<file path="config.mk">
export PLATFORM = sky130hd
export DESIGN_NAME = fe_freeze
export DESIGN_NICKNAME = d
export VERILOG_FILES = /design/src/logic/fe_arith_pkg.sv /design/src/logic/fe_freeze.sv
export SDC_FILE = /design/constraint.sdc
export NUM_CORES = 1
export LEC_CHECK = 0
export ABC_AREA = 1
export BUFFER_PORTS_ARGS = -buffer_cell sky130_fd_sc_hd__buf_2
export CAP_MARGIN = 30
export CORE_MARGIN = 3
export CORE_UTILIZATION = 40
export CTS_CLUSTER_DIAMETER = 50
export DETAILED_ROUTE_END_ITERATION = 10
export PLACE_DENSITY = 0.67
export SLEW_MARGIN = 10
export SYNTH_ARGS = -nofsm -noshare
export SYNTH_HDL_FRONTEND = slang
export SYNTH_SLANG_ARGS = --single-unit
</file>
<file path="constraint.sdc">
create_clock -name clk -period 0.8 [get_ports clk]
set_clock_uncertainty 0.15 [all_clocks]
set_input_delay 0.08 -clock clk [delete_from_list [all_inputs] [get_ports clk]]
set_output_delay 0.08 -clock clk [all_outputs]
set_load 0.1 [all_outputs]
</file>
<file path="src/logic/fe_arith_pkg.sv">
package fe_arith_pkg;

	// widths of the field datapath.
	localparam int FE_W = 256;   // one field element, top bit spare.
	localparam int WIDE_W = 264; // pre-reduction intermediate.
	localparam int RED_W = 255;  // fold point, 2^255 wraps to 19.
	localparam int FOLD_W = 5;   // width of the fold constant.

	// bits above the fold point in a wide value.
	localparam int HI_W = WIDE_W - RED_W;

	typedef logic [FE_W-1:0] fe_t;     // canonical when below p.
	typedef logic [WIDE_W-1:0] wide_t; // unreduced intermediate.

	// the prime 2^255 - 19.
	localparam fe_t FE_P = (fe_t'(1) << RED_W) - fe_t'(19);

	// twice p, 257 bits, bias that keeps a subtraction positive.
	localparam logic [FE_W:0] FE_2P = {FE_P, 1'b0};

	// 2^255 mod p, the multiplier for folded carries.
	localparam logic [FOLD_W-1:0] FOLD_MUL = 5'd19;

endpackage

</file>
<file path="src/logic/fe_freeze.sv">
`timescale 1ns/1ps

module fe_freeze
	import fe_arith_pkg::*;
#(
	parameter int TAG_W = 1
) (
	input  logic             clk,
	input  logic             rst_n,
	input  logic             en,
	input  wide_t            a,       // must be below 2p.
	input  logic [TAG_W-1:0] tag,
	output logic             out_valid,
	output fe_t              out,     // canonical, below p.
	output logic [TAG_W-1:0] out_tag
);

	// a - p with one extra bit, top bit is the borrow.
	logic [WIDE_W:0] diff;

	logic ge_p; // input at or above p.

	// one subtractor serves as the compare too.
	always_comb begin
		diff = {1'b0, a} - {1'b0, wide_t'(FE_P)};
		ge_p = ~diff[WIDE_W]; // no borrow, so a >= p.
	end

	always_ff @(posedge clk or negedge rst_n) begin
		if (!rst_n) begin
			out_valid <= 1'b0;
		end else begin
			out_valid <= en;
		end
	end

	// since a < 2p, one subtraction is enough.
	// upper bits of a are zero here, both picks fit in fe_t.
	always_ff @(posedge clk) begin
		if (en) begin
			if (ge_p) begin
				out <= diff[FE_W-1:0];
			end else begin
				out <= a[FE_W-1:0];
			end
			out_tag <= tag;
		end
	end

endmodule

</file>
==> results of run 1 <==
-- per-layer routing --
layer | global-route usage | GRT overflow
met1 | 0.8475 | 30
met2 | 0.9762 | 265
met3 | 0.7967 | 30
met4 | 0.8943 | 174
met5 | 0.5016 | 6
-- kinds of logic after synthesis --
| family | synth area share |
|---|---|
| and+or+nand+nor | 0.5261 |
| DFF | 0.3478 |
| xor gates and xnor gates | 0.04761 |
| AOI/OAI and AO/OA | 0.01327 |
| adders and majority gates | 0.0005620 |
| buffers and inverters | 0.06459 |
-- synthesized netlist by cell type, drive strengths merged --
master,count
nor2,781
nand2,1704
o21ai,59
nor3b,1
dfrtp,1
xnor2,75
inv,234
buf,73
ha,1
and2,3
clkbuf,12
edfxtp,257
nor3,2
xor2,46
nand4,71
nand3b,8
nand3,344
-- metrics by stage --
stage	hold WS (ps)	area, um^2	setup WS (ps)
2_1_floorplan	-365.6	23330	-1016
3_3_place_gp	-294.2	38640	-1826
3_5_place_dp	-289.5	38640	-1886
4_1_cts	-300.5	43870	-995.0
-- timing repair --
item	4_1_cts
setup endpoints to repair	514
resized for setup	662
cloned	34
buffers inserted	92
hold buffers	28
endpoints found under the hold margin	453
pin swaps	104
==> tab_implementation.tex, run 1 <==
\begin{tabular}{lr}
\hline
Metric & Value \\
\hline
\multicolumn{2}{l}{\textbf{Logic synthesis}} \\
\quad Share of the synthesized area in the top cell type & 0.3467 \\
\quad Net count after synthesis & between 3000 and 4000 \\
\quad Area of the mapped netlist & roughly 22000 um\^{}2 \\
\quad Post-Synthesis Mean Instance Area & 6.062 um\^{}2 \\
\quad Total of warnings raised by yosys & 0 \\
\quad Dominant cell type by area after synthesis & sky130\_fd\_sc\_hd\_\_edfxtp\_1 \\
\quad Cell types with the largest area share after synthesis & sky130\_fd\_sc\_hd\_\_edfxtp\_1 35\%, sky130\_fd\_sc\_hd\_\_nand2\_1 28\%, sky130\_fd\_sc\_hd\_\_nor2\_1 13\%, sky130\_fd\_sc\_hd\_\_nand3\_1 7.7\%, sky130\_fd\_sc\_hd\_\_inv\_1 3.9\% \\
\quad Synthesized flop and latch total & 258 \\
\quad Synth Instances & about 3700 \\
\quad Sequential element share of the synthesized area & 0.3478 \\
\quad Unique masters post-synth & 28 \\
\multicolumn{2}{l}{\textbf{Die}} \\
\quad Cell row count & 85 \\
\quad Number of top-level pins & roughly 530 \\
\quad Die X & 241.9 um \\
\quad Die boundary height & about 240 um \\
\quad Initial Util & 0.4088 \\
\multicolumn{2}{l}{\textbf{Place}} \\
\quad Final HPWL DP & roughly 130000 um \\
\quad Number of buffers inserted by port buffering & between 500 and 600 \\
\quad Routability Congestion & approximately 1.1 \\
\quad Number of cells in the design after placement & 5955 \\
\multicolumn{2}{l}{\textbf{Global route}} \\
\quad Maximum number of pins on one net before global-route repair & between 40 and 50 \\
\quad GR Util All Layers & 0.8692 \\
\quad Overflow left after global routing & 505 \\
\multicolumn{2}{l}{\textbf{Status}} \\
\quad Tool error & [ERROR GRT-0232] Routing congestion too high. Check the congestion heatmap in the GUI. \\
\quad Outcome & aborted with a tool error \\
\quad Terminating stage of the flow & global routing (5\_1\_grt) \\
\multicolumn{2}{l}{\textbf{Clock tree}} \\
\quad Clock tree root driver cell & sky130\_fd\_sc\_hd\_\_clkbuf\_16 \\
\quad Number of buffers added by the clock tree synthesis step & 37 \\
\quad Number of clock sinks seen by CTS & approximately 260 \\
\quad Clock H-tree levels & 2 \\
\quad Clock Tree Buf Depth & 3 \\
\multicolumn{2}{l}{\textbf{STA}} \\
\quad Worst EP post-GRT repair & out[254]\$\_DFFE\_PP\_/D \\
\quad Type of pin the worst path ends at & register input \\
\hline
\end{tabular}
==> run 2: changes to the inputs <==
Settings changed: CORE_UTILIZATION 40 to 25, CTS_CLUSTER_DIAMETER 50 to default, PLACE_DENSITY 0.67 to default, PLACE_DENSITY_LB_ADDON from default to 0.15.
Clock period 0.8 ns to 1.04 ns, I/O delays scaled along.
==> tab_implementation.tex, run 2 <==
\begin{tabular}{lr}
\hline
Metric & Value \\
\hline
\multicolumn{2}{l}{\textbf{Finish}} \\
\quad Top library cells by usage in the layout, fill and taps aside & 1375 x sky130\_fd\_sc\_hd\_\_nand2\_1, 1270 x sky130\_fd\_sc\_hd\_\_buf\_4, 401 x sky130\_fd\_sc\_hd\_\_nor2\_1 \\
\quad Commonest non-fill, non-tap cell in the layout & sky130\_fd\_sc\_hd\_\_nand2\_1 \\
\quad Top reg by flops & out \\
\quad Layout Nets & 6023 \\
\quad Biggest registers after layout & out (256), out\_tag (1), out\_valid (1) \\
\quad Post-route core utilization & 0.5521 \\
\quad Synthesis-to-finish area growth & 117.2\% \\
\quad Layout cells sized above 1 & 0.4872 \\
\quad Max FFs per register & 256 \\
\multicolumn{2}{l}{\textbf{Routing}} \\
\quad Drt initial violations & 2725 \\
\quad Antenna viol nets, final & 0 \\
\quad Number of remaining DRC errors & 0 \\
\quad Number of vias per cell & between 4 and 5 \\
\quad Total wire length & 168300 um \\
\quad Vias & about 33000 \\
\quad DR pass1 iterations & 7 \\
\quad Average routed wire per standard cell & approximately 24 um \\
\multicolumn{2}{l}{\textbf{STA}} \\
\quad Slack of the critical path & -767.5 ps \\
\quad Number of slew-limit violations in the final report & 0 \\
\quad Setup repair after global routing missed its margin & true \\
\quad Slew at the pin closest to its max-slew limit & approximately 450 ps \\
\quad Final worst path period need & about 1800 ps \\
\quad Final setup viols & 572 \\
\quad Setup tns final & -290270 ps \\
\quad Max-slew headroom & 0.7022 \\
\quad Hold violation count in the final report & 2 \\
\quad Peak Freq & 553.3 MHz \\
\quad Post-route clock period utilization & 1.738 \\
\quad Worst Hold Slack & -275.5 ps \\
\multicolumn{2}{l}{\textbf{Clock tree}} \\
\quad Number of clock sinks seen by CTS & 258 (unchanged) \\
\quad Clock slew seen by the registers of the worst setup and hold paths & $\sim$70 ps \\
\quad Number of buffers added by the clock tree synthesis step & 29 (-22\%) \\
\quad Clock tree root driver cell & sky130\_fd\_sc\_hd\_\_clkbuf\_16 \\
\quad Clock H-tree levels & 1 (-1) \\
\quad CTS tree & yes \\
\quad Clock Tree Buf Depth & 3 (unchanged) \\
\multicolumn{2}{l}{\textbf{Logic synthesis}} \\
\quad Top cells by count, synth & 1687 x sky130\_fd\_sc\_hd\_\_nand2\_1, 769 x sky130\_fd\_sc\_hd\_\_nor2\_1, 344 x sky130\_fd\_sc\_hd\_\_nand3\_1 \\
\quad Post-Synthesis Mean Instance Area & 6.062 um\^{}2 (unchanged) \\
\quad Synth async-reset ratio & 0.003876 (unchanged) \\
\quad Synth Instances & 3672 (unchanged) \\
\quad Most used standard cell by instance count after synthesis & sky130\_fd\_sc\_hd\_\_nand2\_1 \\
\quad Dominant cell type by area after synthesis & sky130\_fd\_sc\_hd\_\_edfxtp\_1 \\
\quad Cell types with the largest area share after synthesis & sky130\_fd\_sc\_hd\_\_edfxtp\_1 35\%, sky130\_fd\_sc\_hd\_\_nand2\_1 28\%, sky130\_fd\_sc\_hd\_\_nor2\_1 13\%, sky130\_fd\_sc\_hd\_\_nand3\_1 7.7\%, sky130\_fd\_sc\_hd\_\_inv\_1 3.9\% \\
\quad EDFF count, synth & 257 (unchanged) \\
\quad Share of the synthesized area in the top cell type & 0.3467 (unchanged) \\
\quad Area of the mapped netlist & 22260 um\^{}2 (unchanged) \\
\quad Unique masters post-synth & 28 (unchanged) \\
\quad Most used flip-flop cell after synthesis & sky130\_fd\_sc\_hd\_\_edfxtp\_1 \\
\quad Sequential element share of the synthesized area & 0.3478 (unchanged) \\
\quad Synthesized flop and latch total & 258 (unchanged) \\
\quad Net count after synthesis & 3941 (unchanged) \\
\quad Total of warnings raised by yosys & 0 (unchanged) \\
\multicolumn{2}{l}{\textbf{Die}} \\
\quad Die X & 304.4 um (+26\%) \\
\quad Die boundary height & 304.4 um (+26\%) \\
\quad Die ar. & roughly 93000 um\^{}2 \\
\quad Placeable Area & between 80000 and 90000 um\^{}2 \\
\quad Number of top-level pins & 526 (unchanged) \\
\quad Cell row count & 108 (+27\%) \\
\quad Initial Util & 0.2542 (-0.1546) \\
\multicolumn{2}{l}{\textbf{Status}} \\
\quad Violated checks & negative hold slack, negative setup slack \\
\quad Outcome & complete, but fails checks \\
\multicolumn{2}{l}{\textbf{Power}} \\
\quad Net switching power figure & around 0.016 W \\
\quad Worst supply voltage drop on vdd & around 0.0013 V \\
\quad Part of the power in the clock network & 0.251 \\
\quad Relative contribution of combinational cells to total power & 0.417 \\
\quad Power per cell area & between 800 and 900 nW/um\^{}2 \\
\quad Fraction of power consumed by sequential logic & 0.333 \\
\quad Power Internal & roughly 0.024 W \\
\quad Leak & around 22 nW \\
\quad Switching part of the total power & 0.3910 \\
\multicolumn{2}{l}{\textbf{Global route}} \\
\quad Global-route wire length before repair & between 200000 and 250000 um \\
\quad Number of global-route vias before repair & 32690 \\
\quad Overflow left after global routing & 0 \\
\quad GR Util All Layers & 0.3451 \\
\quad Initial antenna violation count & 7 \\
\quad Maximum number of pins on one net before global-route repair & 40 \\
\multicolumn{2}{l}{\textbf{Place}} \\
\quad Number of buffers inserted by port buffering & 525 (unchanged) \\
\quad Routability Congestion & 1.067 (-6.4\%) \\
\quad Minimum setup slack after placement & -1767 ps (+118.2 ps) \\
\quad Final HPWL DP & 141700 um (+13\%) \\
\multicolumn{2}{l}{\textbf{Hold path}} \\
\quad Kind of path behind the tightest hold check & input pin to flip-flop \\
\quad Worst hold stages & 3 \\
\multicolumn{2}{l}{\textbf{Critical path}} \\
\quad Critical path data required time & 1260 ps \\
\quad Maximum fanout count along the critical path & 7 \\
\quad Sort of element at the start of the critical path & input pin \\
\quad Critical Setup Path Class & input pin to flip-flop \\
\quad CP Data Arrival Time & roughly 2000 ps \\
\quad Endpoint type of the worst setup path & flip-flop \\
\multicolumn{2}{l}{\textbf{Flow run}} \\
\quad Number of max-cap violations & 0 \\
\hline
\end{tabular}
[run 2: cell counts after synthesis]
Identical to the previous run, type by type.
[run 2: worst paths after layout]
| kind | startpoint | to |
|---|---|---|
| max in group asynchronous | rst_n | out_valid |
| min in group asynchronous | rst_n | out_valid |
| worst min-delay path | a[6] | out[6] |
| worst max-delay path | a[175] | out[109] |
[run 2: what timing repair did]
item | 4_1_cts | 5_1_grt
endpoints found under the setup margin | 514 | 674
setup buffers | 26 | 38
gates resized for setup | 233 | 920
gates cloned | 1 | 4
pin swaps | 19 | 211
hold buffers | 272 | 1
hold endpoints to repair | 516 | 3
[run 2: metal layers]
metal | GRT usage | up-vias | routed length [um]
met2 | 0.5630 | 1404 | 76260
met1 | 0.4663 | 15770 | 71980
met3 | 0.04002 | 246 | 11930
li1 | - | 15810 | -
met4 | 0.1334 | 0 | 8170
met5 | 0 | - | 0
[run 2: through the flow]
step | cell area [um^2] | hold WS, ps | total power [W] | instances
6_report | 48340 | -275.5 | 0.03968 | 6938
5_1_grt | 48340 | -270.9 | 0.04086 | 6937
4_1_cts | 45110 | -300.4 | 0.03923 | 6890
3_5_place_dp | 40540 | -264.7 | 0.02821 | 6538
3_3_place_gp | 40540 | -269.1 | 0.02822 | 6538
2_1_floorplan | 23330 | -341.6 | 0.02034 | 3672
[run 2: kinds of logic after synthesis]
kind of cell,synth area share
buf+inv,0.06459
xor+xnor,0.04761
simple gates,0.5261
compound gates,0.01327
fa+ha+maj,0.0005620
flops,0.3478
[run 2: layout make-up]
class | count | area, um^2
diodes | 7 | 17.52
clock buffers | 34 | 744.5
clock inverters | 19 | 127.6
fillers | 8583 | 39220
inverters | 234 | 898.4
multi-input cells | 3095 | 16730
flip-flops and latches | 258 | 7742
well taps | 1155 | 1445
repair buffers | 2136 | 20630
[run 2: critical path: stages]
cell and delay [ps]:
sky130_fd_sc_hd__buf_2 120, sky130_fd_sc_hd__nand2_2 110, sky130_fd_sc_hd__nor2_4 210, sky130_fd_sc_hd__nand2_4 90
sky130_fd_sc_hd__nor2_4 150, sky130_fd_sc_hd__nand2_4 70, sky130_fd_sc_hd__nor2_4 110, sky130_fd_sc_hd__inv_1 50
sky130_fd_sc_hd__nor2_1 110, sky130_fd_sc_hd__buf_4 160, sky130_fd_sc_hd__nand2_8 100, sky130_fd_sc_hd__buf_16 180
sky130_fd_sc_hd__buf_16 170, sky130_fd_sc_hd__clkbuf_16 170, sky130_fd_sc_hd__nand3_2 50, sky130_fd_sc_hd__nand2_1 50
[run 2: power groups by stage]
stage | clock network, W | logic (W) | registers (W)
after floorplan | 0 | 0.00151 | 0.0188
after global placement | 0 | 0.0148 | 0.0134
after detailed placement | 0 | 0.0148 | 0.0134
after CTS | 0.0101 | 0.0159 | 0.0132
after global routing | 0.0106 | 0.0170 | 0.0133
final | 0.00995 | 0.0165 | 0.0132
Power figures use the tool's default switching activity.
